===== src/logic/stream_fifo.sv =====
`timescale 1ns/1ns

module stream_fifo #(
    parameter type payload_t = logic [7:0],
    parameter int  DEPTH     = 4
) (
    input  logic                         clk,
    input  logic                         rst,
    input  logic                         in_valid,
    input  payload_t                     in_data,
    output logic                         in_ready,
    output logic                         out_valid,
    output payload_t                     out_data,
    input  logic                         out_ready,
    output logic [$clog2(DEPTH+1)-1:0]   count
);

    localparam int AW = (DEPTH > 1) ? $clog2(DEPTH) : 1;
    localparam int CW = $clog2(DEPTH + 1);

    payload_t      mem [DEPTH];
    logic [AW-1:0] wr_ptr;
    logic [AW-1:0] rd_ptr;
    logic          push;
    logic          pop;

    function automatic logic [AW-1:0] next_ptr(input logic [AW-1:0] p);
        return (p == AW'(DEPTH - 1)) ? '0 : p + 1'b1;
    endfunction

    assign in_ready = (count < CW'(DEPTH));
    assign push     = in_valid && in_ready;
    assign pop      = out_valid && out_ready;
    assign out_data = mem[rd_ptr];

    always_ff @(posedge clk) begin
        if (push) begin
            mem[wr_ptr] <= in_data;
        end
    end

    always_ff @(posedge clk) begin
        if (rst) begin
            wr_ptr    <= '0;
            rd_ptr    <= '0;
            count     <= '0;
            out_valid <= 1'b0;
        end else begin
            if (push) begin
                wr_ptr <= next_ptr(wr_ptr);
            end
            if (pop) begin
                rd_ptr <= next_ptr(rd_ptr);
            end
            case ({push, pop})
                2'b10: begin
                    count     <= count + 1'b1;
                    out_valid <= 1'b1;
                end
                // drops only when the last entry leaves
                2'b01: begin
                    count     <= count - 1'b1;
                    out_valid <= (count != CW'(1));
                end
                default: ;
            endcase
        end
    end

endmodule


===== config.mk =====
export PLATFORM = sky130hd
export DESIGN_NAME = stream_fifo
export DESIGN_NICKNAME = d
export VERILOG_FILES = /design/src/logic/stream_fifo.sv
export SDC_FILE = /design/constraint.sdc
export NUM_CORES = 1
export LEC_CHECK = 0
export ABC_AREA = 0
export BUFFER_PORTS_ARGS = -buffer_cell sky130_fd_sc_hd__buf_2
export CORE_MARGIN = 3
export CORE_UTILIZATION = 40
export DETAILED_ROUTE_END_ITERATION = 10
export PLACE_DENSITY = 0.59
export SLEW_MARGIN = 20
export SYNTH_ARGS = -nofsm -noshare
export SYNTH_HDL_FRONTEND = slang
export SYNTH_SLANG_ARGS = --single-unit
export TNS_END_PERCENT = 30

===== constraint.sdc =====
create_clock -name clk -period 1.7 [get_ports clk]
set_input_delay 0.34 -clock clk [delete_from_list [all_inputs] [get_ports clk]]
set_output_delay 0.34 -clock clk [all_outputs]
set_load 0.03 [all_outputs]

Yosys cells after proc, flatten, opt, wreduce, memory -nomap -nowiden
Memory sizes are Yosys's and may differ from the RTL's. A register that Yosys moved wholly into a read port is not among the register bits.
Index checks and enable logic that the tools add are counted.
{ "totals": {"reg_bits": 8, "mem_bits_rw": 32, "input_bits": 12, "memories": 1} }
{ "memory_table": {"columns": ["name", "depth", "width", "read_ports", "rd_clocked_by_memory_dff", "wr", "line_no", "text"], "rows": [
  ["mem", 4, 8, 1, 1, 1, "21", "payload_t mem [DEPTH];"]
]} }
{ "classes": {"addsub": 4, "magnitude_cmp": 1, "eq_ne": 5, "n_mux": 8, "reduce_logical": 3} }
{ "op_table": {"columns": ["op", "count"], "rows": [
  ["$mux 2", 4],
  ["$eq 2x2->1 const B", 3],
  ["$pmux 3 s2", 1],
  ["$add 2x1->2 const B", 2],
  ["$add 3x1->3 const B", 1],
  ["$lt 3x3->1 const B", 1],
  ["$ne 3x1->1 const B", 1],
  ["$sub 3x1->3 const B", 1],
  ["$eq 2x1->1 const B", 1],
  ["$logic_and 1x1->1", 2],
  ["$mux 1", 2],
  ["$pmux 1 s2", 1],
  ["$reduce_bool 2->1", 1]
]} }

Longest topological paths before layout
Gate-level depths: netlist of the first run.
{ "logic_depth": {"word_depth": 4, "ltp_mapped": 7, "depth_no_buf": 6} }

Least setup slack after synthesis of the first run
Ideal clock, no wire load.
{ "synth_timing": {"path_kind": "register to register", "startpoint": "register count[2]", "endpoint": "register count[2]", "t_arrival_ns": 1.647, "required_time_ns": 1.629, "path_slack_ns": -0.018, "stages_incl_launch_ff": 8, "path_buffers": 2, "synth_period_minus_slack_ns": 1.718, "cell_sequence": "dfxtp_1 > nor2b_1 > buf_2 > inv_1 > ha_1 > clkbuf_1 > or3_1 > a21oi_1"} }
{ "synth_between": {"elab_chain_len": 4} }
{ "synth_rtl": {"columns": ["item", "line_no", "text"], "rows": [
  ["start, declared", "15", "output logic [$clog2(DEPTH+1)-1:0] count"],
  ["start signal, assigned", "57", "count <= count + 1'b1;"],
  ["start signal, assigned", "62", "count <= count - 1'b1;"],
  ["$lt 3x3->1", "31", "assign in_ready = (count < CW'(DEPTH));"],
  ["$logic_and 1x1->1", "32", "assign push = in_valid && in_ready;"],
  ["$eq 2x1->1 / $eq 2x2->1 (equally long branches)", "55", "case ({push, pop})"],
  ["$pmux 3 s2 / $reduce_bool 2->1 (equally long branches)", null, null]
]} }
Parallel ways exist; a longest one is shown, timed or not.
A chain may end at the register's enable or synchronous reset.

==> results.cfg, run 1 <==
[detailed_routing]
remaining_drc_errors = 0
drtPass1Iterations = 2
vias = 917
ant_nets = 0
routed_wl_um = 2740
wl_per_cell_um = 14.4
drt-initial-drc-count = 59
vias_per_cell = 4.83

[clock_tree]
cts.path.max_buffers = 2
clkTransAtPathRegs_ns = 0.08
cts_sinks = 42
cts_buffers = 5
cts_setup_buffers = 0
tritoncts = yes
insertion_delay_ns = 0.29
clockRootBuffer = clkbuf_8
htreeDepth = 2

[die]
ios = 25
rows = 23
die_h_um = 71.2
coreArea_um2 = 4060
start_util_pct = 41.9
die_area_um2 = 5070
die_x_um = 71.2

[global_route]
antenna_found_initial = 0
gr-max-usage-layer = met2
grt_max_degree = 14
grt_use_met1_pct = 13.1
overflow = 0
grt_pass1_vias = 947
met3_usage_pct = 4.35
use_met2_pct = 20.0
grt_pass1_wl_um = 4350
grt_usage_pct = 11.5

[outcome]
violations = setup timing
status = complete, but fails checks

[cells_and_area]
finalInstanceArea_um2 = 2150
syn_to_final_growth_pct = 26.2
fill_cells = 333
n_antenna_cell = 0
drive_gt1_share_pct = 35.7
fin_nets = 160

[synthesis]
async_flop_share_pct = 0
synth_cells = 105
syn_nets = 126
ys_ff_latch = 42
ys_warn_count = 0
synth_edf_count = 32
synthFlopType = edfxtp_1
synth.distinct_cells = 23
synth-seq-area-share_pct = 68.2
synth.avg_cell_area_um2 = 16.2
netlist_area_um2 = 1700

[place]
place_congestion = 0.695
postPlaceCellArea_um2 = 1980
post-dp-hpwl_um = 1940
portBuffers = 24

[sta]
period_share_pct = 104
fmax_mhz = 566
rsz0062_at_grt = yes
tightest_slew_ns = 0.203
worst_slack_ns = -0.0654
whs_ns = 0.263
relSlewSlack_pct = 86.1
fin_crit_ns = 1.77
hold_viol_final = 0
setup_violations = 8
slew_violations = 0
clock_skew_ns = 0.00787

[hold_path]
hold_class = in2reg
whs_path_depth = 1
worstHoldEndpoint = mem[3][3]
worstHoldStart = in_data[3]

[setup_path]
crit_path_max_fanout = 8
endpoint_kind = output port
worstPathRequired_ns = 1.36
start_kind = flop
critPathKind = reg2out
rr_startpoint = count[2]
r2r_setup_slack_ns = 0.20
cp.arrival_ns = 1.43
reg2reg_to = count[2]
r2r_cells = 5

[flow_run]
maxCapViolCount = 0

[power]
powerDensity_nw_per_um2 = 1110
p_leak_nw = 0.822
vdd_drop_max_mv = 0.456
p_total_mw = 2.38
-- layout make-up --
| cell class | count | area (um2) | share of cell area [%] |
|---|---|---|---|
| Clock buffer | 8 | 111 | 5.18 |
| Tap cell | 50 | 62.6 | 2.91 |
| Multi-Input combinational cell | 50 | 487 | 22.7 |
| Timing Repair Buffer | 32 | 293 | 13.6 |
| Sequential cell | 42 | 1160 | 54.2 |
| Inverter | 8 | 30.0 | 1.40 |
-- cell usage after synthesis (2+ instances only) --
master | n | area share, %
a21oi_1 | 3 | 0.88
and2_1 | 4 | 1.5
clkbuf_1 | 3 | 0.66
dfxtp_1 | 10 | 12
edfxtp_1 | 32 | 56
ha_1 | 9 | 6.6
inv_1 | 8 | 1.8
mux2i_1 | 4 | 2.4
mux4_2 | 8 | 11
nand2_1 | 3 | 0.66
nor2_1 | 7 | 1.5
nor3_1 | 2 | 0.59
o21ai_0 | 2 | 0.59
-- cell families after synthesis --
logic type,Yosys count,synth area share [%]
DFF,42,68.2
and+or+nand+nor,19,5.29
buffers and inverters,13,3.16
muxes,12,12.9
AOI/OAI and AO/OA,9,3.24
adders and majority gates,9,6.62
xor gates and xnor gates,1,0.515
-- routing by layer --
| metal | routed length [um] | up-vias | part of all wire [%] |
|---|---|---|---|
| met5 | 0 | - | 0 |
| met4 | 36 | 0 | 1.3 |
| met3 | 124 | 5 | 4.5 |
| met2 | 1430 | 18 | 52 |
| met1 | 1150 | 439 | 42 |
| li1 | - | 455 | - |
-- through the flow --
| stage | instances | util, % | setup TNS (ns) | setup WS, ns |
|---|---|---|---|---|
| 6_report | 190 | 52.9 | -0.468 | -0.0654 |
| 2_1_floorplan | 105 | - | 0 | 0.0123 |
| 4_1_cts | 190 | 52.9 | -0.667 | -0.0932 |
| 5_1_grt | 190 | 52.9 | -0.856 | -0.115 |
| 3_3_place_gp | 182 | 48.9 | 0 | 0.175 |
| 3_5_place_dp | 182 | 48.9 | 0 | 0.0864 |
-- state kept, by name (all words and copies together), names as in the netlist, named ones only --
signal	count
mem	32
count	3
rd_ptr	2
wr_ptr	2
out_valid	1
-- critical path: stages, from the launching register on --
cell and delay (ns):
dfxtp_2 0.34, buf_12 0.14, mux4_2 0.51, buf_6 0.16
-- report_power, final --
group / total, mW / leakage, nW / internal, mW / switching [mW]
clock: 0.739 / 0.0566 / 0.420 / 0.320
combinational: 0.430 / 0.388 / 0.201 / 0.229
sequential: 1.21 / 0.377 / 1.17 / 0.0356
total: 2.38 / 0.822 / 1.79 / 0.585
-- worst max-delay path by stage --
stage | end | slack, ns | startpoint | cells after the start
floorplan | count[2] | 0.01 | out_valid | 6
global placement | count[2] | 0.17 | in_valid | 6
detailed placement | count[2] | 0.09 | in_valid | 6
CTS | out_data[1] | -0.09 | flop | 3
global route | out_data[1] | -0.11 | flop | 3
finish | out_data[1] | -0.07 | flop | 3
-- placed cells by master, fill, tap and decap left out --
master,netlist,routed
a211oi_1,1,1
a21o_1,1,1
a21oi_1,3,3
a31oi_1,1,1
and2_1,4,4
buf_12,0,5
buf_2,1,16
buf_4,1,3
buf_6,0,8
clkbuf_1,3,1
clkbuf_16,0,1
clkbuf_8,0,6
dfxtp_1,10,7
dfxtp_2,0,3
edfxtp_1,32,32
ha_1,9,9
inv_1,8,8
mux2i_1,4,4
mux4_2,8,8
nand2_1,3,3
nand3_1,1,1
nor2_1,7,7
nor2b_1,1,1
nor3_1,2,2
o21ai_0,2,2
o2bb2ai_1,1,1
or3_1,1,1
xor2_1,1,1
-- repair_timing --
action                                  4_1_cts  5_1_grt
resized for setup                            17        1
endpoints found under the setup margin        8        8
hold buffers                                  0        0
(Power assumes the default switching activity.)
==> run 2, diff against run 1 <==
PLACE_DENSITY = 0.56   (was 0.59)
clock period = 1.9 ns   (was 1.7 ns; I/O delays follow)
==> run 2 against run 1 <==
  * The flow now finishes without violations
  * Combinational power decreased by 20%
  * Wire length down 0.73%
  * Clock power is 28% lower
  * Via count stayed put
  * Die area unchanged
  * Sequential power shrank 11%
  * Global-route usage grew 0.33 points
  * Core utilization fell by 3.2 points
==> results.cfg, run 2 (synthesis results as in run 1) <==
[place]
postPlaceCellArea_um2 = 1900
place_congestion = 0.824
preCtsSetupSlack_ns = 0.226
portBuffers = 24
post-dp-hpwl_um = 1870
place_inst = 179

[sta]
clock_skew_ns = 0.00334
tns_ns = 0
rsz0062_at_grt = no
slew_violations = 0
fmax_mhz = 545
period_share_pct = 96.7
fin_crit_ns = 1.84
relSlewSlack_pct = 71.0
hold_viol_final = 0
tightest_slew_ns = 0.436
setup_violations = 0
whs_ns = 0.308
worst_slack_ns = 0.0636

[hold_path]
worstHoldEndpoint = mem[2][3]
whs_path_depth = 1
worstHoldStart = in_data[3]
hold_class = in2reg

[cells_and_area]
finalInstanceArea_um2 = 2020
layout_commonest_cell = edfxtp_1
drive_gt1_share_pct = 32.1
top_register = mem
final_cell_mix = edfxtp_1, buf_2, ha_1, dfxtp_1
n_antenna_cell = 0
fin_nets = 157
final_cells = 187
final_core_util_pct = 49.7
biggestRegsByFlops = mem (32), count (3)
syn_to_final_growth_pct = 18.5
largest_reg_flops = 32

[setup_path]
start_kind = flop
cp.arrival_ns = 1.46
worstPathRequired_ns = 1.52
reg2reg_to = count[2]
r2r_setup_slack_ns = 0.37
endpoint_kind = output port
crit_path_max_fanout = 8
rr_startpoint = count[2]
critPathKind = reg2out
r2r_cells = 5

[die]
die_x_um = 71.2
die_area_um2 = 5070
coreArea_um2 = 4060
die_h_um = 71.2
ios = 25
rows = 23
start_util_pct = 41.9

[detailed_routing]
drt-initial-drc-count = 42
met3_length_um = 113
vias = 917
drtPass1Iterations = 4
remaining_drc_errors = 0
ant_nets = 0
routed_wl_um = 2720
wl_per_cell_um = 14.5
dr_wl_met2_um = 1360
wl_met1_um = 1200
vias_per_cell = 4.90
top_layer = met4

[clock_tree]
cts_buffers = 5
htreeDepth = 2
insertion_delay_ns = 0.29
clkTransAtPathRegs_ns = 0.07
cts.path.max_buffers = 2
tritoncts = yes
clockRootBuffer = clkbuf_8
cts_sinks = 42

[global_route]
grt_pass1_vias = 948
grt_pass1_wl_um = 4490
overflow = 0
antenna_found_initial = 0
grt_usage_pct = 11.9
grt_max_degree = 13

[power]
p_total_mw = 1.96
vdd_drop_max_mv = 0.392
p_leak_nw = 0.770
powerDensity_nw_per_um2 = 971

[flow_run]
maxCapViolCount = 0

[outcome]
status = complete, no violations
==> run 2: worst max path at each step <==
| stage | end | slack (ns) |
|---|---|---|
| floorplan | count[2] | 0.18 |
| global placement | out_data[2] | 0.30 |
| detailed placement | count[2] | 0.23 |
| CTS | out_data[2] | 0.003 |
| global route | out_data[2] | 0.006 |
| finish | out_data[2] | 0.06 |
==> run 2: routing by layer <==
layer | track usage, % | up-vias
met1 | 14.9 | 449
met2 | 18.6 | 13
li1 | - | 449
met3 | 4.77 | 6
met4 | 4.38 | 0
met5 | 0 | -
==> run 2: final cells by class <==
type	instances	area, um2
fill	350	2040
sequential	42	1160
multi-input combinational	50	487
timing repair buffer	29	194
clock buffer	6	72.6
tap	50	62.6
inverter	8	30.0
clock inverter	2	8.76
==> run 2: worst max-delay path: stages, from the launching register on <==
cell and delay (ns):
dfxtp_2 0.33, buf_8 0.15, mux4_2 0.53, buf_6 0.16
==> run 2: what timing repair did <==
item | in CTS | in global routing
resized for setup | 1 | 19
setup endpoints to repair | 8 | 8
setup buffers | 0 | 0
pin swaps | 0 | 0
hold buffers | 0 | 0
==> run 2: power breakdown <==
| group | internal [mW] | switching (mW) | leakage [nW] |
|---|---|---|---|
| logic | 0.146 | 0.199 | 0.351 |
| registers | 1.05 | 0.0299 | 0.376 |
| clock network | 0.252 | 0.281 | 0.0426 |
| total | 1.45 | 0.509 | 0.770 |
