===== src/logic/c2f_ring_pkg.sv =====
package c2f_ring_pkg;

    // host ring geometry
    localparam int C2F_RB_DEPTH  = 64;
    localparam int C2F_RB_AWIDTH = 6;

    typedef logic [C2F_RB_AWIDTH-1:0] rb_idx_t;

    // fetched lines land here in endpoint memory
    localparam logic [31:0] EP_BASE_ADDR = 32'h0004_0000;

    // ID carried by the head write-back descriptor
    localparam logic [7:0] DONE_ID = 8'hFD;

    // data-mover descriptor, 174 bits, msb first
    typedef struct packed {
        logic [13:0] func_num;
        logic [7:0]  desc_id;
        logic [2:0]  app_bits;
        logic        rsvd;
        logic        single_dst;
        logic        immediate;
        logic [17:0] dword_cnt;
        logic [63:0] dst_addr;
        // source address, or the payload itself when immediate
        logic [63:0] src_addr;
    } dm_desc_t;

    // APB register map, byte offsets
    localparam logic [31:0] REG_KMEM_LO = 32'h0000_0000;
    localparam logic [31:0] REG_KMEM_HI = 32'h0000_0004;
    localparam logic [31:0] REG_DONE_LO = 32'h0000_0008;
    localparam logic [31:0] REG_DONE_HI = 32'h0000_000C;
    localparam logic [31:0] REG_TAIL    = 32'h0000_0010;
    localparam logic [31:0] REG_HEAD    = 32'h0000_0014;

endpackage


===== src/logic/pdu_pkg.sv =====
package pdu_pkg;

    // one 512-bit ring line as the host lays it out
    typedef struct packed {
        logic [383:0] rsvd;
        logic [31:0]  pcie_address;
        logic [95:0]  tuple;
    } pdu_hdr_t;

    // what the packet logic needs from each line
    typedef struct packed {
        logic [95:0] tuple;
        logic [31:0] pcie_address;
    } pdu_meta_t;

    localparam int META_FIFO_DEPTH = 128;
    // occupancy counter width, must hold 0..META_FIFO_DEPTH
    localparam int META_CNT_W      = $clog2(META_FIFO_DEPTH + 1);

    // a fetch may start only while size + occupancy stays below this
    localparam int META_ROOM_LIMIT = 120;

endpackage


===== src/logic/c2f_csr_if.sv =====
`timescale 1ns/1ns

interface c2f_csr_if;

    // ring base in host memory
    logic [63:0]                 kmem_addr;
    // where the new head gets written back
    logic [63:0]                 done_addr;
    c2f_ring_pkg::rb_idx_t       tail;
    c2f_ring_pkg::rb_idx_t       head;

    modport regs (
        output kmem_addr, done_addr, tail,
        input  head
    );

    modport ctrl (
        input  kmem_addr, done_addr, tail,
        output head
    );

endinterface


===== src/logic/c2f_fetch_ctrl.sv =====
`timescale 1ns/1ns

module c2f_fetch_ctrl (
    input  logic                            clk,
    input  logic                            rst,
    c2f_csr_if.ctrl                         csr,
    input  logic [pdu_pkg::META_CNT_W-1:0]  meta_count,
    output logic                            desc_valid,
    output c2f_ring_pkg::dm_desc_t          desc_data,
    input  logic                            desc_full,
    output logic                            prio_valid,
    output c2f_ring_pkg::dm_desc_t          prio_data,
    input  logic                            prio_ready,
    output logic                            fetch_start,
    output c2f_ring_pkg::rb_idx_t           fetch_size,
    input  logic                            fetch_done
);

    typedef enum logic [2:0] {
        s_idle,
        s_desc,
        s_desc_low,
        s_desc_high,
        s_done,
        s_wait
    } state_t;

    state_t                          state;
    c2f_ring_pkg::rb_idx_t           head_q;
    c2f_ring_pkg::rb_idx_t           new_head;
    c2f_ring_pkg::rb_idx_t           size_q;
    logic                            lines_done;
    logic                            room_ok;
    logic                            first_go;
    logic [pdu_pkg::META_CNT_W:0]    room_need;
    logic [63:0]                     head_src;

    // read descriptor for a run of ring lines, 16 dwords per line
    function automatic c2f_ring_pkg::dm_desc_t data_desc(
        input logic [63:0]           src,
        input c2f_ring_pkg::rb_idx_t lines
    );
        c2f_ring_pkg::dm_desc_t d;
        d           = '0;
        d.dword_cnt = 18'({lines, 4'b0000});
        d.dst_addr  = {32'd0, c2f_ring_pkg::EP_BASE_ADDR};
        d.src_addr  = src;
        return d;
    endfunction

    // each ring line is 64 bytes
    assign head_src  = csr.kmem_addr + {52'd0, head_q, 6'd0};

    // metadata FIFO must absorb the whole fetch
    assign room_need = meta_count + size_q;
    assign room_ok   = room_need < pdu_pkg::META_ROOM_LIMIT;

    assign first_go    = (state == s_desc || state == s_desc_low) && room_ok && !desc_full;
    assign desc_valid  = first_go || (state == s_desc_high && !desc_full);
    assign fetch_start = first_go;
    assign fetch_size  = size_q;

    always_comb begin
        case (state)
            // wrapped span, lines from head up to the end of the ring
            s_desc_low:  desc_data = data_desc(head_src, 6'd0 - head_q);
            // rest of the wrap restarts at the ring base
            s_desc_high: desc_data = data_desc(csr.kmem_addr, new_head);
            default:     desc_data = data_desc(head_src, size_q);
        endcase
    end

    // head write-back rides as immediate data
    always_comb begin
        prio_data           = '0;
        prio_data.desc_id   = c2f_ring_pkg::DONE_ID;
        prio_data.immediate = 1'b1;
        prio_data.dword_cnt = 18'd1;
        prio_data.dst_addr  = csr.done_addr;
        prio_data.src_addr  = 64'(new_head);
    end

    assign prio_valid = (state == s_done);
    assign csr.head   = head_q;

    // capture may finish before the done descriptor is taken
    always_ff @(posedge clk) begin
        if (rst) begin
            lines_done <= 1'b0;
        end else if (fetch_start) begin
            lines_done <= 1'b0;
        end else if (fetch_done) begin
            lines_done <= 1'b1;
        end
    end

    always_ff @(posedge clk) begin
        if (rst) begin
            state    <= s_idle;
            head_q   <= '0;
            new_head <= '0;
            size_q   <= '0;
        end else begin
            case (state)
                s_idle: begin
                    if (csr.tail != head_q) begin
                        new_head <= csr.tail;
                        // ring arithmetic wraps for free in 6 bits
                        size_q   <= csr.tail - head_q;
                        if (csr.tail > head_q || csr.tail == '0) begin
                            state <= s_desc;
                        end else begin
                            state <= s_desc_low;
                        end
                    end
                end
                s_desc: begin
                    if (first_go) begin
                        state <= s_done;
                    end
                end
                s_desc_low: begin
                    if (first_go) begin
                        state <= s_desc_high;
                    end
                end
                s_desc_high: begin
                    if (!desc_full) begin
                        state <= s_done;
                    end
                end
                s_done: begin
                    if (prio_ready) begin
                        head_q <= new_head;
                        state  <= s_wait;
                    end
                end
                s_wait: begin
                    if (lines_done || fetch_done) begin
                        state <= s_idle;
                    end
                end
                default: state <= s_idle;
            endcase
        end
    end

endmodule


===== src/flat_wrapper.sv =====
// flat-port wrapper written by rule: the top's interface ports become plain ports
module c2f_fetch_ctrl_flat 
  (clk, rst, meta_count, desc_valid, desc_data, desc_full, prio_valid, prio_data, prio_ready, fetch_start, fetch_size, fetch_done, csr_kmem_addr, csr_done_addr, csr_tail, csr_head);
  c2f_csr_if csr_i ();
  input  logic clk;
  input  logic rst;
  input  logic [pdu_pkg::META_CNT_W-1:0] meta_count;
  output logic desc_valid;
  output c2f_ring_pkg::dm_desc_t desc_data;
  input  logic desc_full;
  output logic prio_valid;
  output c2f_ring_pkg::dm_desc_t prio_data;
  input  logic prio_ready;
  output logic fetch_start;
  output c2f_ring_pkg::rb_idx_t fetch_size;
  input  logic fetch_done;
  input wire logic [$bits(csr_i.kmem_addr)-1:0] csr_kmem_addr;
  input wire logic [$bits(csr_i.done_addr)-1:0] csr_done_addr;
  input wire logic [$bits(csr_i.tail)-1:0] csr_tail;
  output wire logic [$bits(csr_i.head)-1:0] csr_head;
  assign csr_i.kmem_addr = csr_kmem_addr;
  assign csr_i.done_addr = csr_done_addr;
  assign csr_i.tail = csr_tail;
  assign csr_head = csr_i.head;
  c2f_fetch_ctrl u_core (.clk(clk), .rst(rst), .csr(csr_i), .meta_count(meta_count), .desc_valid(desc_valid), .desc_data(desc_data), .desc_full(desc_full), .prio_valid(prio_valid), .prio_data(prio_data), .prio_ready(prio_ready), .fetch_start(fetch_start), .fetch_size(fetch_size), .fetch_done(fetch_done));
endmodule

===== config.mk =====
export PLATFORM = sky130hd
export DESIGN_NAME = c2f_fetch_ctrl_flat
export DESIGN_NICKNAME = d
export VERILOG_FILES = /design/src/logic/c2f_ring_pkg.sv /design/src/logic/pdu_pkg.sv /design/src/logic/c2f_csr_if.sv /design/src/logic/c2f_fetch_ctrl.sv /design/src/flat_wrapper.sv
export SDC_FILE = /design/constraint.sdc
export NUM_CORES = 1
export LEC_CHECK = 0
export ABC_AREA = 0
export BUFFER_PORTS_ARGS = -buffer_cell sky130_fd_sc_hd__buf_2
export CAP_MARGIN = 20
export CORE_AREA = 2 2 197 199
export CTS_BUF_LIST = sky130_fd_sc_hd__clkbuf_4 sky130_fd_sc_hd__clkbuf_8
export CTS_CLUSTER_DIAMETER = 120
export DETAILED_ROUTE_END_ITERATION = 7
export DIE_AREA = 0 0 199 201
export SYNTH_ARGS = -nofsm -noshare
export SYNTH_HDL_FRONTEND = slang
export SYNTH_SLANG_ARGS = --single-unit

===== constraint.sdc =====
create_clock -name clk -period 4.1 [get_ports clk]
set_clock_uncertainty 0.05 [all_clocks]
set_input_delay 0.41 -clock clk [delete_from_list [all_inputs] [get_ports clk]]
set_output_delay 0.41 -clock clk [all_outputs]
set_load 0.1 [all_outputs]

# After elaboration in Yosys (flattened, before gate mapping)

Cells that the tools add are included.

Flip-flop bits (word level): 22
Input bits: 147
Output and inout port bits: 363
Word-level logic and storage cells: 46

Add/subtract/negate cells: 4
$lt $le $gt $ge: 2
Eq/ne operators: 12
Muxes and demuxes: 9
Reduce and logical (&&, ||, !) cells: 14

Operator list:

| operator                                                   | count |
|---|---|
| case mux 138 bit (2 select lines)                          | 1 |
| adder 64 x 12 -> 64 bit                                    | 1 |
| 2-to-1 mux 3 bit                                           | 6 |
| case mux 3 bit (6 select lines)                            | 1 |
| inequality test 2 x 1 -> 1 bit, second input constant      | 5 |
| adder 8 x 6 -> 9 bit                                       | 1 |
| less-than comparator 9 x 7 -> 1 bit, second input constant | 1 |
| equality test 3 x 2 -> 1 bit, second input constant        | 2 |
| equality test 3 bit, second input constant                 | 2 |
| > comparator 6 bit                                         | 1 |
| zero test 6 bit                                            | 1 |
| inequality test 6 bit                                      | 1 |
| AND reduction 6 bit                                        | 1 |
| subtractor 1 x 6 -> 6 bit, first input constant            | 1 |
| subtractor 6 bit                                           | 1 |
| logical OR 1 bit                                           | 4 |
| AND reduction 2 bit                                        | 2 |
| equality test 3 x 1 -> 1 bit, second input constant        | 1 |
| logical AND 1 bit                                          | 3 |
| zero test 3 bit                                            | 1 |
| 2-to-1 mux 2 bit                                           | 1 |
| inequality test 2 bit, second input constant               | 1 |
| OR reduction 2 bit                                         | 1 |
| zero test 1 bit                                            | 1 |

# Longest topological paths before layout

Depth in word-level cells: 6
Depth in mapped cells: 10
Gate-level depth less buffers: 9

# Least setup slack after synthesis

Ideal clock, no wire load.

Kind: reg-to-output
Start point: register u_core.head_q[1], in the netlist u_core.csr.head[1]
End point: output port desc_data[36] (netlist name)
Arrival time: 4.231 ns
Required time: 3.640 ns
Slack: -0.591 ns
Stages on the path, launching flop included: 10
Buffers on the path: 1
Path through: dfxtp_1 -> inv_1 -> fa_1 -> nor2b_1 -> o21a_1 -> o21a_1 -> o211a_1 -> buf_2 -> nand4_1 -> xnor2_1

RTL lines:

| what                     | RTL line              | source |
|---|---|---|
| start: declaration       | c2f_fetch_ctrl.sv:29  | `c2f_ring_pkg::rb_idx_t head_q;` |
| start signal: assignment | c2f_fetch_ctrl.sv:134 | `head_q <= new_head;` |
| end: declaration         | flat_wrapper.sv:9     | `output c2f_ring_pkg::dm_desc_t desc_data;` |

==> impl_metrics.toml <==
[run_status]
outcome = "completed"

[grt]
grt_start_max_net_pins = 23
first_global_vias = 3678
grt_pass1_wl_mm = 22.17
grt_use_total = 0.07347
grt-ovfl-total = 0
antenna_found_initial = 2

[power]
cellPowerDensity_nw_per_um2 = 478.8
swShare = 0.7689
clockPowerShare = 0.052
combPwrFrac = 0.826
p_leak_nw = 2.739
intPower_mw = 0.6265
peakVddDrop_mv = 0.2704
p_sw_mw = 2.085
totalPowerFinal_mw = 2.711
seq_power_share = 0.122

[logic_synthesis]
postSynthCellCount = 698
ys.flop_type = "dfxtp_1"
ys_warn_count = 0
yosys.cell_types.count = 56
synth_async_sr_flop_share = 0
ys_seq_elements = 22
ys_seq_area_frac = 0.08670
syn_avg_cell_area_sq_um = 7.278
synthesis.area_sq_um = 5080
synth_edf_count = 0

[route]
drt_iter0_drc = 203
post_drt_wl_per_cell_um = 12.66
vias = 4237
via_per_inst = 3.259
drc = 0
first_pass_iters = 4
ant_nets = 0
routed_wl_mm = 16.46

[timing]
fmax_mhz = 261.9
period_share = 0.9313
tns_ns = 0
rsz0062_at_grt = "false"
drv_slew = 0
worst_pin_slew_ns = 0.7033
maxSlewHeadroom = 0.5300
hold_viol = 0
post-route-min-period_ns = 3.818
setup_viol_count_final = 0

[worst_hold_path]
min-delay-start = "csr_tail[2]"
whs_endpoint = "u_core.new_head[2]"
hold_class = "input pin to register"
whs_path_depth = 3

[final_layout]
final_nets = 950
multiInputGateArea_sq_um = 3597
drive_gt1_frac = 0.3060
regArea_sq_um = 440.4
final_common_cell = "conb_1"
mostFrequentLayoutCells = "conb_1 (208), buf_2 (161), nor2_1 (58)"
fill_cells = 4380
area_growth_pct = 11.48

[worst_setup_path]
worstSetupPathType = "register to output port"
r2r_setup_slack_ns = 1.51
endpoint_kind = "output port"
cpMostUsedCell = "o21a_1"
rr_endpoint = "u_core.fetch_size[3]"
cp_cell_sequence = "inv_1 -> fa_1 -> nor2b_1 -> o21a_1 -> o21a_1 -> o2111ai_2 -> nor3_1 -> xor2_4 -> buf_2"
slowest_delay_ns = 0.51
startpoint_type = "register"
path_max_fanout = 6
worstPathArrival_ns = 3.36
cp_slowest_cell = "nor3_1"
critPathLaunch = "u_core.csr.head[1]"
cp.required_ns = 3.64
reg2reg_from = "u_core.csr.head[5]"
worstRegToRegCells = 7

[floorplanning]
row_count = 72
coreArea_sq_um = 38110
die_h_um = 201
die_w_um = 199
start_util = 0.1333
dieArea_sq_um = 40000
num_io_pins = 510

[clocking]
numCtsBuffers = 3
tritoncts = "yes"
hold_buffers = 0
clk_root_buffer_cell = "clkbuf_8"
cts_resized = 0
cts_sinks = 22
insertion_delay_ns = 0.27
post_cts_buffers = 0
clk_pin_slew_worst_paths_ns = 0.08
clockBufferDepth = 2
h-tree-depth = 1

[run]
drv_cap = 0

[placed_design]
io_buffer_count = 161
gp_congestion = 0.8463
dpl.hpwl_mm = 14.44
cells in the mapped netlist (all sizes together) (5+ instances only):
cell | count | area (sq um)
xor2 | 36 | 315.3
o21a | 8 | 61.31
nand3 | 31 | 160.1
inv | 22 | 82.58
nand2 | 32 | 120.1
and4 | 7 | 61.31
clkbuf | 9 | 33.78
buf | 284 | 2125
nor2 | 58 | 217.7
nor3b | 5 | 37.54
ha | 18 | 225.2
nor4 | 8 | 80.08
nand4 | 10 | 75.07
mux2i | 9 | 90.09
a21oi | 30 | 150.1
nor3 | 21 | 105.1
xnor2 | 24 | 210.2
dfxtp | 22 | 440.4
o21ai | 17 | 88.84
registers in the layout (all words and copies together) (netlist names):
signal             flops
u_core.new_head        6
u_core.lines_done      1
u_core.csr.head        6
u_core.fetch_size      6
u_core.state           3
final cells by class:
cell class	count	area share
Multi-Input combinational cell	567	0.6352
Tap cell	518	0.1144
Clock buffer	3	0.007291
Timing Repair Buffer	167	0.1502
Inverter	22	0.01458
Sequential cell	22	0.07777
Antenna cell	1	0.0004419
cells by family (layout without fill, tap and decap cells):
| kind of cell | Yosys count | count (layout) | synth area share |
|---|---|---|---|
| buffers and inverters | 315 | 192 | 0.4411 |
| and+or+nand+nor | 187 | 187 | 0.1887 |
| AOI/OAI and AO/OA | 80 | 80 | 0.1020 |
| xor gates and xnor gates | 60 | 60 | 0.1034 |
| DFF | 22 | 22 | 0.08670 |
| adders and majority gates | 20 | 20 | 0.05222 |
| muxes | 12 | 12 | 0.02438 |
| other | 2 | 209 | 0.001478 |
worst max-delay path by stage:
| stage | cells after the start | slack [ns] | endpoint |
|---|---|---|---|
| global route | 9 | 0.06 | desc_data[50] |
| finish | 9 | 0.28 | desc_data[50] |
| detailed placement | 9 | 0.56 | desc_data[50] |
| floorplan | 9 | 0.004 | desc_data[36] |
| global placement | 9 | 0.57 | desc_data[50] |
| CTS | 9 | 0.25 | desc_data[50] |
stage by stage:
stage	worst slack, ns	instance area, sq um	hold WS, ns	util	std cells
finish	0.2816	5663	0.3643	0.1486	1300
global route	0.06206	5663	0.3899	0.1486	1300
CTS	0.2500	5660	0.3658	0.1485	1299
detailed placement	0.5610	5619	0.4534	0.1475	1296
global placement	0.5727	5619	0.4440	0.1475	1296
floorplan	0.004089	6279	0.4245	-	904
critical path, delay by kind of cell (launching register included):
kind,cells,cell delay (ns)
XOR/XNOR,1,0.16
buffers and inverters,2,0.63
adder cells (fa/ha/maj),1,0.48
AND/OR/NAND/NOR,2,0.64
AO/OA/AOI/OAI,3,0.68
flip-flops,1,0.49
power by group through the flow:
stage	Combinational, mW	Sequential [mW]	Clock, mW
5_1_grt	2.32	0.340	0.152
6_report	2.24	0.331	0.142
4_1_cts	2.24	0.331	0.145
3_5_place_dp	2.24	0.335	0
3_3_place_gp	2.23	0.334	0
2_1_floorplan	2.20	0.555	0
layer usage:
layer,vias to the layer above,track usage,part of all wire
met2,264,0.1234,0.46
met3,76,0.01815,0.092
met4,2,0.04824,0.065
met5,-,0,0.00061
li1,1967,-,-
met1,1928,0.08203,0.38
Power figures use the tool's default switching activity.
