===== src/logic/c2f_ring_pkg.sv =====
package c2f_ring_pkg;

    // host ring geometry
    localparam int C2F_RB_DEPTH  = 64;
    localparam int C2F_RB_AWIDTH = 6;

    typedef logic [C2F_RB_AWIDTH-1:0] rb_idx_t;

    // fetched lines land here in endpoint memory
    localparam logic [31:0] EP_BASE_ADDR = 32'h0004_0000;

    // ID carried by the head write-back descriptor
    localparam logic [7:0] DONE_ID = 8'hFD;

    // data-mover descriptor, 174 bits, msb first
    typedef struct packed {
        logic [13:0] func_num;
        logic [7:0]  desc_id;
        logic [2:0]  app_bits;
        logic        rsvd;
        logic        single_dst;
        logic        immediate;
        logic [17:0] dword_cnt;
        logic [63:0] dst_addr;
        // source address, or the payload itself when immediate
        logic [63:0] src_addr;
    } dm_desc_t;

    // APB register map, byte offsets
    localparam logic [31:0] REG_KMEM_LO = 32'h0000_0000;
    localparam logic [31:0] REG_KMEM_HI = 32'h0000_0004;
    localparam logic [31:0] REG_DONE_LO = 32'h0000_0008;
    localparam logic [31:0] REG_DONE_HI = 32'h0000_000C;
    localparam logic [31:0] REG_TAIL    = 32'h0000_0010;
    localparam logic [31:0] REG_HEAD    = 32'h0000_0014;

endpackage


===== src/logic/pdu_pkg.sv =====
package pdu_pkg;

    // one 512-bit ring line as the host lays it out
    typedef struct packed {
        logic [383:0] rsvd;
        logic [31:0]  pcie_address;
        logic [95:0]  tuple;
    } pdu_hdr_t;

    // what the packet logic needs from each line
    typedef struct packed {
        logic [95:0] tuple;
        logic [31:0] pcie_address;
    } pdu_meta_t;

    localparam int META_FIFO_DEPTH = 128;
    // occupancy counter width, must hold 0..META_FIFO_DEPTH
    localparam int META_CNT_W      = $clog2(META_FIFO_DEPTH + 1);

    // a fetch may start only while size + occupancy stays below this
    localparam int META_ROOM_LIMIT = 120;

endpackage


===== src/logic/pdu_meta_capture.sv =====
`timescale 1ns/1ns

module pdu_meta_capture (
    input  logic                   clk,
    input  logic                   rst,
    input  logic                   c2f_write,
    input  logic [511:0]           c2f_writedata,
    input  c2f_ring_pkg::rb_idx_t  c2f_address,
    input  logic                   fetch_start,
    input  c2f_ring_pkg::rb_idx_t  fetch_size,
    output logic                   fetch_done,
    output logic                   meta_valid,
    output pdu_pkg::pdu_meta_t     meta_data
);

    pdu_pkg::pdu_hdr_t     hdr;
    c2f_ring_pkg::rb_idx_t line_cnt;
    c2f_ring_pkg::rb_idx_t size_q;
    logic                  active;
    logic                  take;

    assign hdr = c2f_writedata;

    // slot offset is relative to the fetch window, never past its size
    assign take = c2f_write && active && (c2f_address < size_q);

    always_ff @(posedge clk) begin
        if (rst) begin
            line_cnt   <= '0;
            size_q     <= '0;
            active     <= 1'b0;
            fetch_done <= 1'b0;
        end else begin
            fetch_done <= 1'b0;
            if (fetch_start) begin
                line_cnt <= '0;
                size_q   <= fetch_size;
                active   <= 1'b1;
            end else if (take) begin
                line_cnt <= line_cnt + 1'b1;
                // last line of this fetch
                if (c2f_ring_pkg::rb_idx_t'(line_cnt + 1'b1) == size_q) begin
                    active     <= 1'b0;
                    fetch_done <= 1'b1;
                end
            end
        end
    end

    always_ff @(posedge clk) begin
        if (rst) begin
            meta_valid <= 1'b0;
        end else begin
            meta_valid <= take;
        end
    end

    always_ff @(posedge clk) begin
        meta_data.tuple        <= hdr.tuple;
        meta_data.pcie_address <= hdr.pcie_address;
    end

endmodule


===== config.mk =====
export PLATFORM = sky130hd
export DESIGN_NAME = pdu_meta_capture
export DESIGN_NICKNAME = d
export VERILOG_FILES = /design/src/logic/c2f_ring_pkg.sv /design/src/logic/pdu_pkg.sv /design/src/logic/pdu_meta_capture.sv
export SDC_FILE = /design/constraint.sdc
export NUM_CORES = 1
export LEC_CHECK = 0
export CORE_AREA = 2 2 254 256
export CTS_CLUSTER_DIAMETER = 80
export DETAILED_ROUTE_END_ITERATION = 8
export DIE_AREA = 0 0 256 258
export DONT_BUFFER_PORTS = 1
export HOLD_SLACK_MARGIN = 0.1
export PLACE_DENSITY = 0.3
export SLEW_MARGIN = 15
export SYNTH_ARGS = -nofsm -noshare
export SYNTH_HDL_FRONTEND = slang
export SYNTH_SLANG_ARGS = --single-unit

===== constraint.sdc =====
create_clock -name clk -period 1.8 [get_ports clk]
set_input_delay 0.18 -clock clk [delete_from_list [all_inputs] [get_ports clk]]
set_output_delay 0.18 -clock clk [all_outputs]
set_load 0.1 [all_outputs]

After elaboration in Yosys (flattened, before gate mapping)
Cells that the tools add are included.
Word-level totals
  register bits: 143
  latch bits: 0
  memory bits (writable): 0
  bits in read-only memories: 0
  input bits: 528
  output and inout port bits: 130
  memories: 0
Operators by class
  add/sub/neg operators: 1
  multipliers: 0
  divide/modulo/power cells: 0
  magnitude comparators: 1
  equality and inequality tests: 1
  shift-type cells: 0
  mux-type cells: 4
  bitwise operators: 1
  reduce and logical (&&, ||, !) cells: 7
Operator list (number)
  $add A6 B1 Y6 const B: 1
  $eq A6 B6 Y1: 1
  $lt A6 B6 Y1: 1
  $mux W1: 4
  $reduce_bool A2 Y1: 2
  $reduce_or A3 Y1: 1
  $logic_and A1 B1 Y1: 2
  $reduce_and A2 Y1: 1
  $reduce_or A2 Y1: 1
  $not A1 Y1: 1

Depth between registers and ports, before layout
Gate-level depths: netlist (run 1).
  depth in word-level cells: 5
  depth in mapped cells: 7
  depth with buffers taken out: 7

Worst setup path before layout (run 1)
No wires, ideal clock.
  kind: register to register
  start point: register size_q[3]
  end point: register line_cnt[3]
  library setup time: 72 ps
  data arrival time: 1572 ps
  path slack: 156 ps
  cell stages (with the launch flop): 7
  path buffers: 0
  period minus slack after synthesis: 1644 ps
  path through: dfxtp_1 > inv_1 > ha_1 > a211oi_1 > o211ai_1 > a21oi_1 > mux2i_1
Between the ends
  cells in the longest elaborated chain, start to end: 2
Ends and longest elaborated chain
  start, declared: line pdu_meta_capture.sv:18  | c2f_ring_pkg::rb_idx_t size_q;
  start signal, assigned: line pdu_meta_capture.sv:37  | size_q <= fetch_size;
  $lt A6 B6 Y1: line pdu_meta_capture.sv:25  | assign take = c2f_write && active && (c2f_address < size_q);
  $logic_and A1 B1 Y1: line pdu_meta_capture.sv:25
  end signal, assigned: line pdu_meta_capture.sv:40  | line_cnt <= line_cnt + 1'b1;
  end, declared: line pdu_meta_capture.sv:17  | c2f_ring_pkg::rb_idx_t line_cnt;
Every way passes these cells.
A chain may end at the register's enable or synchronous reset.

Worst setup path in the final report (run 1)
Same ends and word-level chain as after synthesis.

==> flow_metrics.py, run 1 <==
metrics = {
    "outcome": {
        "status": "finished clean",
    },
    "synthesis": {
        "syn-num-nets": 766,
        "synth-seq-area-share": 0.826,
        "syn_avg_cell_area_um2": 14.9,
        "yosys-mux-area-fraction": 0.0289,
        "synthSimpleGateAreaFrac": 0.0549,
        "synth_adder_area_share": 0.0217,
        "synth_cell_types": 30,
        "ys_seq_elements": 143,
        "syn-cell-area_um2": 3470,
        "synth_cells": 232,
        "synth_compound_area_frac": 0.0361,
        "synthXorXnorAreaFrac": 0.0202,
        "synth_top_family_by_area": "simple AND/OR/NAND/NOR gates",
        "yosys_warnings": 0,
    },
    "cts": {
        "cts_tree": "yes",
        "post-cts-setup-buffer-count": 0,
        "clock-root-buffer": "clkbuf_16",
        "clk_latency_ns": 0.45,
        "clkSinkCount": 143,
        "h-tree-depth": 4,
        "cts.path.max_buffers": 2,
        "numCtsBuffers": 17,
        "clk_pin_slew_ns": 0.07,
    },
    "cells_and_area": {
        "fillers": 7241,
        "finalNetCount": 1067,
        "synthToLayoutAreaGrowth_pct": 120,
        "multi_input_area_um2": 569,
        "final_layout_size_suffix_gt1_frac": 0.332,
        "seq_area_um2": 2860,
        "postLayoutCoreUtil": 0.120,
        "fin_area_um2": 7640,
    },
    "floorplan": {
        "start_util": 0.0545,
        "die_area_um2": 66000,
        "die_y_um": 258,
        "coreArea_um2": 63600,
        "pin_count": 658,
        "rows": 93,
        "die_x_um": 256,
    },
    "global_route": {
        "overflow": 0,
        "grt_pass1_vias": 3324,
        "grt_max_degree": 17,
        "antenna_found_initial": 4,
        "grt_pass1_wl_um": 20000,
        "grt_usage": 0.0437,
    },
    "worst_setup_path": {
        "crit_cells": 7,
        "ff2ff_path_depth": 7,
        "critical_path.top_delay_family": "compound AO/OA/AOI/OAI gates",
        "slowest_stage": "dfxtp_1",
        "crit_path_cell_trace": "inv_1 -> ha_1 -> a211oi_2 -> o211ai_1 -> buf_4 -> a21oi_1 -> mux2i_1",
        "crit_type": "reg2reg",
        "arrival_ns": 2.02,
        "crit_required_ns": 2.18,
        "critPathCaptureType": "flop",
        "cp_max_fo": 6,
        "critPathLaunchType": "flop",
        "cpPeakStageDelay_ns": 0.34,
        "crit_buf_inv": 2,
    },
    "timing": {
        "tightest_slew_ns": 0.615,
        "fin_ws_ns": 0.156,
        "rsz0062_at_grt": "true",
        "max_freq_ghz": 0.608,
        "final.setup.tns_ns": 0,
        "finalSetupViolCount": 0,
        "maxSlewHeadroom": 0.588,
        "period_share": 0.913,
        "final-hold-violation-count": 0,
        "fin_crit_ns": 1.64,
        "slew_viol_final": 0,
        "finalClockSkew_ns": 0.00984,
    },
    "detailed_routing": {
        "drtIter0Drc": 93,
        "dr.pass1.iters": 4,
        "via_per_inst": 2.06,
        "detail_route.wl_per_cell_um": 10.1,
        "drcViolationCount": 0,
        "vias": 2882,
        "ant_nets": 0,
        "finalWirelength_um": 14200,
    },
    "power": {
        "power_density_nw_per_um2": 1180,
        "ir_drop_uv": 698,
        "leakagePower_nw": 3.04,
    },
    "placed_design": {
        "hpwl_um": 10400,
        "place_ws_ns": 0.0387,
        "portBuffers": 0,
        "gp_congestion": 0.680,
        "dpl_cell_area_um2": 5600,
    },
    "run": {
        "max_cap_viol_count": 0,
    },
    "worst_hold_path": {
        "hold_depth": 1,
        "hp-class": "in2reg",
    },
}
## path summary, 6_finish.rpt
kind                    startpoint             to  slack (ns)
setup / recovery         size_q[3]    line_cnt[3]        0.16
hold / removal    c2f_writedata[3]  meta_data[35]        0.26
hold reg to reg        line_cnt[5]    line_cnt[5]        0.48
setup reg to reg         size_q[3]    line_cnt[3]        0.16
## placed cells by master, fill, tap and decap left out, types with 2 or more instances in the layout
cell,instances
a21oi_1,7
and3_1,2
buf_4,144
bufinv_16,3
clkbuf_16,17
clkinvlp_4,3
dfxtp_1,143
dlygate4sd3_1,141
ha_1,6
inv_1,6
inv_6,5
mux2i_1,10
nand2_1,6
nand2b_1,2
nand3_1,6
nor2_1,10
nor3_1,2
o21ai_0,3
or3_1,3
xnor2_1,5
xor2_1,3
## registers in the layout (all words and copies together), names as in the netlist
signal	count
size_q	6
meta_data	128
fetch_done	1
line_cnt	6
active	1
meta_valid	1
## per-stage QoR
step	instances	total power, mW	hold slack, ns
2_1_floorplan	232	4.63	0.208
3_3_place_gp	1228	4.97	0.208
3_5_place_dp	1228	4.96	0.208
4_1_cts	1401	9.20	0.215
5_1_grt	1401	9.35	0.231
6_report	1402	8.98	0.264
## Yosys cell counts (all sizes together)
master | n | area, µm²
nand3b | 1 | 7.51
nand2b | 2 | 12.5
and3b | 1 | 8.76
a221oi | 1 | 15.0
xnor2 | 5 | 43.8
ha | 6 | 75.1
o21ai | 4 | 20.0
o21ba | 1 | 10.0
a21o | 1 | 7.51
nand4 | 1 | 6.26
o211ai | 1 | 7.51
o211a | 1 | 10.0
a211oi | 2 | 15.0
mux2i | 10 | 100
clkbuf | 1 | 3.75
xor2 | 3 | 26.3
a21oi | 8 | 40.0
nor3 | 2 | 10.0
or2 | 1 | 6.26
and3 | 2 | 12.5
nand2 | 6 | 22.5
inv | 6 | 22.5
nand3 | 6 | 30.0
nor2 | 10 | 37.5
and4 | 1 | 10.0
dfxtp | 143 | 2860
buf | 2 | 16.3
or3 | 4 | 26.3
## layout make-up
class / instances / share of cell area
clock inverters: 13 / 0.0231
inverters: 6 / 0.00295
diodes: 1 / 0.000328
multi-input cells: 80 / 0.0745
flip-flops and latches: 143 / 0.375
well taps: 855 / 0.140
clock buffers: 19 / 0.0580
repair buffers: 285 / 0.326
## metal layers
| layer | vias up | part of all wire | global-route usage |
|---|---|---|---|
| met2 | 181 | 0.49 | 0.0716 |
| met5 | - | 0.00092 | 0 |
| li1 | 1368 | - | - |
| met3 | 24 | 0.093 | 0.0242 |
| met1 | 1307 | 0.39 | 0.0436 |
| met4 | 2 | 0.025 | 0.0258 |
## repair_timing
action / CTS / global route
setup endpoints to repair: 0 / 7
endpoints found under the hold margin: 143 / 0
hold buffers: 141 / 0
gates resized for setup: 0 / 3
## power breakdown
part	internal [mW]	switching (mW)	total, mW
Clock	2.25	1.59	3.84
Sequential	3.33	0.0617	3.39
Combinational	0.450	1.30	1.75
## logic make-up after synthesis
family / after synthesis
xor gates and xnor gates: 8
muxes: 10
AOI/OAI and AO/OA: 19
and+or+nand+nor: 37
DFF: 143
buffers and inverters: 9
adders and majority gates: 6
No activity file was read; power rests on OpenSTA's default activity.
==> run 2: changes to the inputs <==
clock period = 1.62 ns   (was 1.8 ns; I/O delays follow)
==> flow_metrics.py, run 2 (synthesis gave the netlist of run 1 again) <==
metrics = {
    "detailed_routing": {
        "drtIter0Drc": 70,
        "detail_route.wl_per_cell_um": 10.3,
        "ant_nets": 0,
        "vias": 2884,
        "drcViolationCount": 0,
        "dr.pass1.iters": 3,
        "via_per_inst": 2.06,
        "finalWirelength_um": 14400,
    },
    "worst_setup_path": {
        "ff2ff_path_depth": 7,
        "crit_required_ns": 2.00,
        "r2r_setup_slack_ns": 0.03,
        "cp_max_fo": 6,
        "arrival_ns": 1.97,
        "critPathCaptureType": "flop",
        "critPathLaunchType": "flop",
        "crit_type": "reg2reg",
    },
    "worst_hold_path": {
        "hp-class": "in2reg",
        "hold_depth": 1,
    },
    "cts": {
        "clock-root-buffer": "clkbuf_16",
        "cts.path.max_buffers": 2,
        "numCtsBuffers": 17,
        "cts_tree": "yes",
        "post-cts-setup-buffer-count": 0,
        "clk_latency_ns": 0.45,
        "h-tree-depth": 4,
        "clkSinkCount": 143,
        "clk_pin_slew_ns": 0.07,
    },
    "power": {
        "p_sw_mw": 3.23,
        "switching_share": 0.325,
        "finalPower_mw": 9.93,
        "pwr-share-clk": 0.424,
        "ir_drop_uv": 802,
        "power_frac_seq": 0.379,
        "pwr-share-comb": 0.197,
        "p_int_mw": 6.70,
        "power_density_nw_per_um2": 1290,
        "leakagePower_nw": 3.06,
    },
    "global_route": {
        "grt_max_degree": 17,
        "grt_usage": 0.0450,
        "grt_pass1_vias": 3242,
        "overflow": 0,
        "antenna_found_initial": 5,
        "grt_pass1_wl_um": 20500,
    },
    "timing": {
        "max_freq_ghz": 0.630,
        "period_share": 0.980,
        "tightest_slew_ns": 0.421,
        "finalSetupViolCount": 0,
        "final-hold-violation-count": 0,
        "fin_crit_ns": 1.59,
        "slew_viol_final": 0,
        "rsz0062_at_grt": "true",
        "fin_ws_ns": 0.0331,
        "maxSlewHeadroom": 0.718,
        "hold_slack_ns": 0.244,
        "finalClockSkew_ns": 0.0105,
    },
    "run": {
        "max_cap_viol_count": 0,
    },
    "floorplan": {
        "die_x_um": 256,
        "coreArea_um2": 63600,
        "start_util": 0.0545,
        "rows": 93,
        "pin_count": 658,
        "die_y_um": 258,
        "die_area_um2": 66000,
    },
    "cells_and_area": {
        "synthToLayoutAreaGrowth_pct": 122,
        "final_layout_size_suffix_gt1_frac": 0.357,
        "postLayoutCoreUtil": 0.121,
        "layout_commonest_cell": "buf_4",
        "final_cell_mix": "buf_4, dfxtp_1, dlygate4sd3_1",
        "largest_register_ffs": 128,
        "max_flop_register": "meta_data",
        "instances_no_fill": 1403,
        "finalNetCount": 1067,
        "reg_top3": "meta_data x128, line_cnt x6, size_q x6",
    },
    "placed_design": {
        "gp_congestion": 0.650,
        "placedCellCount": 1230,
        "hpwl_um": 10500,
        "portBuffers": 0,
        "place_ws_ns": -0.0989,
    },
    "outcome": {
        "status": "finished clean",
    },
}
[run 2: area by class of cell]
type	instances	area, µm²
Multi-Input combinational cell	80	637
Inverter	6	22.5
Antenna cell	2	5.00
Sequential cell	143	2870
Timing Repair Buffer	285	2490
Tap cell	855	1070
Fill cell	7215	55900
Clock inverter	13	178
Clock buffer	19	443
[run 2: power by group through the flow]
stage	sequential (mW)	combinational (mW)	clock, mW
after floorplan	5.07	0.0801	0
after global placement	3.85	1.68	0
after detailed placement	3.85	1.67	0
after CTS	3.77	1.95	4.42
after global routing	3.79	2.01	4.57
final	3.77	1.95	4.21
[run 2: what timing repair did]
action                                 in CTS  in global routing
hold buffers                              139                  0
setup endpoints to repair                   7                  8
pin swaps                                   6                  6
gates resized for setup                    10                  8
endpoints found under the hold margin     143                  0
[run 2: worst paths after layout]
check            endpoint              start
min reg2reg   line_cnt[5]        line_cnt[5]
max reg2reg   line_cnt[3]          size_q[3]
max           line_cnt[3]          size_q[3]
min          meta_data[2]  c2f_writedata[98]
[run 2: through the flow]
stage / instance area (µm²) / TNS [ns]
final: 7710 / 0
after global routing: 7700 / -0.309
after CTS: 7660 / 0
after detailed placement: 5620 / -0.244
after global placement: 5620 / -0.153
after floorplan: 3470 / 0
[run 2: critical path, cell delays in order (launching register included)]
cell      delay, ns
dfxtp_2        0.34
inv_2          0.04
ha_4           0.22
a211oi_4       0.25
o211ai_1       0.12
buf_4          0.19
a21oi_2        0.15
mux2i_1        0.20
[run 2: metal layers]
layer  global-route usage  up-vias  share of wire
met5                    0        -              0
met4               0.0283        0          0.029
met3               0.0265       25           0.11
met2               0.0707      178           0.48
met1               0.0458     1302           0.38
li1                     -     1379              -
==> run 3: changes to the inputs <==
CORE_AREA = 10 10 247 249   (was 2 2 254 256)
CTS_CLUSTER_DIAMETER = not set   (was 80)
DIE_AREA = 0 0 257 259   (was 0 0 256 258)
==> flow_metrics.py, run 3 (synthesis gave the netlist of run 1 again) <==
metrics = {
    "placed_design": {
        "gp_congestion": 0.664,
        "dpl_cell_area_um2": 5490,
        "placedCellCount": 1131,
        "portBuffers": 0,
        "hpwl_um": 12000,
    },
    "worst_setup_path": {
        "crit_path_cell_trace": "inv_2 -> ha_4 -> a211oi_4 -> o211ai_1 -> buf_4 -> a21oi_4 -> mux2i_1",
        "critPathCaptureType": "flop",
        "slowest_stage": "dfxtp_2",
        "crit_required_ns": 2.00,
        "arrival_ns": 1.95,
        "cpPeakStageDelay_ns": 0.34,
        "cp_max_fo": 6,
        "critical_path.top_delay_family": "compound AO/OA/AOI/OAI gates",
        "critPathLaunchType": "flop",
        "crit_type": "reg2reg",
        "crit_buf_inv": 2,
    },
    "cells_and_area": {
        "finalNetCount": 1066,
        "instances_no_fill": 1302,
        "seq_area_um2": 2870,
        "fin_area_um2": 7570,
        "max_flop_register": "meta_data",
        "reg_top3": "meta_data x128, line_cnt x6, size_q x6",
        "final_cell_mix": "buf_4, dfxtp_1, dlygate4sd3_1",
        "synthToLayoutAreaGrowth_pct": 119,
        "layout_commonest_cell": "buf_4",
        "multi_input_area_um2": 654,
        "fillers": 6295,
        "final_layout_size_suffix_gt1_frac": 0.368,
        "largest_register_ffs": 128,
    },
    "floorplan": {
        "die_area_um2": 66600,
        "die_x_um": 257,
        "rows": 87,
        "pin_count": 658,
        "start_util": 0.0619,
        "coreArea_um2": 56000,
        "die_y_um": 259,
    },
    "power": {
        "power_density_nw_per_um2": 1290,
        "ir_drop_uv": 827,
        "leakagePower_nw": 3.05,
    },
    "global_route": {
        "grt_usage": 0.0486,
        "grt_pass1_vias": 3447,
        "overflow": 0,
        "grt_pass1_wl_um": 22700,
        "grt_max_degree": 17,
        "antenna_found_initial": 5,
    },
    "cts": {
        "clk_pin_slew_ns": 0.08,
        "clkSinkCount": 143,
        "numCtsBuffers": 17,
        "clock-root-buffer": "clkbuf_16",
        "h-tree-depth": 4,
        "clk_latency_ns": 0.46,
        "cts_tree": "yes",
        "cts.path.max_buffers": 2,
    },
    "detailed_routing": {
        "vias": 2928,
        "ant_nets": 0,
        "dr.pass1.iters": 4,
        "via_per_inst": 2.25,
        "finalWirelength_um": 15900,
        "drcViolationCount": 0,
        "detail_route.wl_per_cell_um": 12.2,
        "drtIter0Drc": 61,
    },
    "timing": {
        "max_freq_ghz": 0.641,
        "maxSlewHeadroom": 0.733,
        "rsz0062_at_grt": "true",
        "finalClockSkew_ns": 0.00762,
        "slew_viol_final": 0,
        "tightest_slew_ns": 0.399,
        "final-hold-violation-count": 0,
        "period_share": 0.964,
        "fin_crit_ns": 1.56,
        "finalSetupViolCount": 0,
    },
    "outcome": {
        "status": "finished clean",
    },
    "run": {
        "max_cap_viol_count": 0,
    },
    "worst_hold_path": {
        "hp-class": "in2reg",
    },
}
[run 3: worst paths after layout]
path                          start       endpoint  slack, ns  cells after the start
setup / recovery          size_q[3]    line_cnt[4]       0.06                      7
hold / removal    c2f_writedata[65]  meta_data[97]       0.23                      1
setup reg to reg          size_q[3]    line_cnt[4]       0.06                      7
hold reg to reg         line_cnt[5]    line_cnt[5]       0.49                      2
[run 3: timing repair]
action | in CTS | in global routing
pin swaps | 3 | 8
buffers inserted | 1 | 0
endpoints found under the hold margin | 143 | 0
resized for setup | 11 | 15
endpoints found under the setup margin | 7 | 9
hold buffers | 138 | 0
[run 3: metal layers]
layer	vias up	GRT usage	part of all wire
met5	-	0	0.00082
li1	1371	-	-
met3	25	0.0440	0.18
met2	211	0.0724	0.45
met1	1319	0.0438	0.34
met4	2	0.0274	0.026
[run 3: layout make-up]
type / count / share of cell area
Sequential cell: 143 / 0.378
Timing Repair Buffer: 284 / 0.328
Tap cell: 756 / 0.125
Multi-Input combinational cell: 80 / 0.0864
Clock buffer: 17 / 0.0562
Clock inverter: 14 / 0.0228
Inverter: 6 / 0.00297
Antenna cell: 2 / 0.000661
[run 3: through the flow]
stage | setup WS [ns] | power (mW) | hold WS [ns] | TNS (ns) | util
4_1_cts | 0.00235 | 10.0 | 0.176 | 0 | 0.134
3_5_place_dp | -0.173 | 5.53 | 0.190 | -0.878 | 0.0982
5_1_grt | -0.0738 | 10.2 | 0.200 | -0.100 | 0.135
6_report | 0.0590 | 9.80 | 0.232 | 0 | 0.135
3_3_place_gp | -0.185 | 5.54 | 0.190 | -0.982 | 0.0982
2_1_floorplan | 0.0560 | 5.15 | 0.190 | 0 | -
[run 3: report_power, final]
group	internal [mW]	total, mW	switching, mW
logic	0.509	1.97	1.46
registers	3.70	3.77	0.0700
clock network	2.31	4.06	1.74
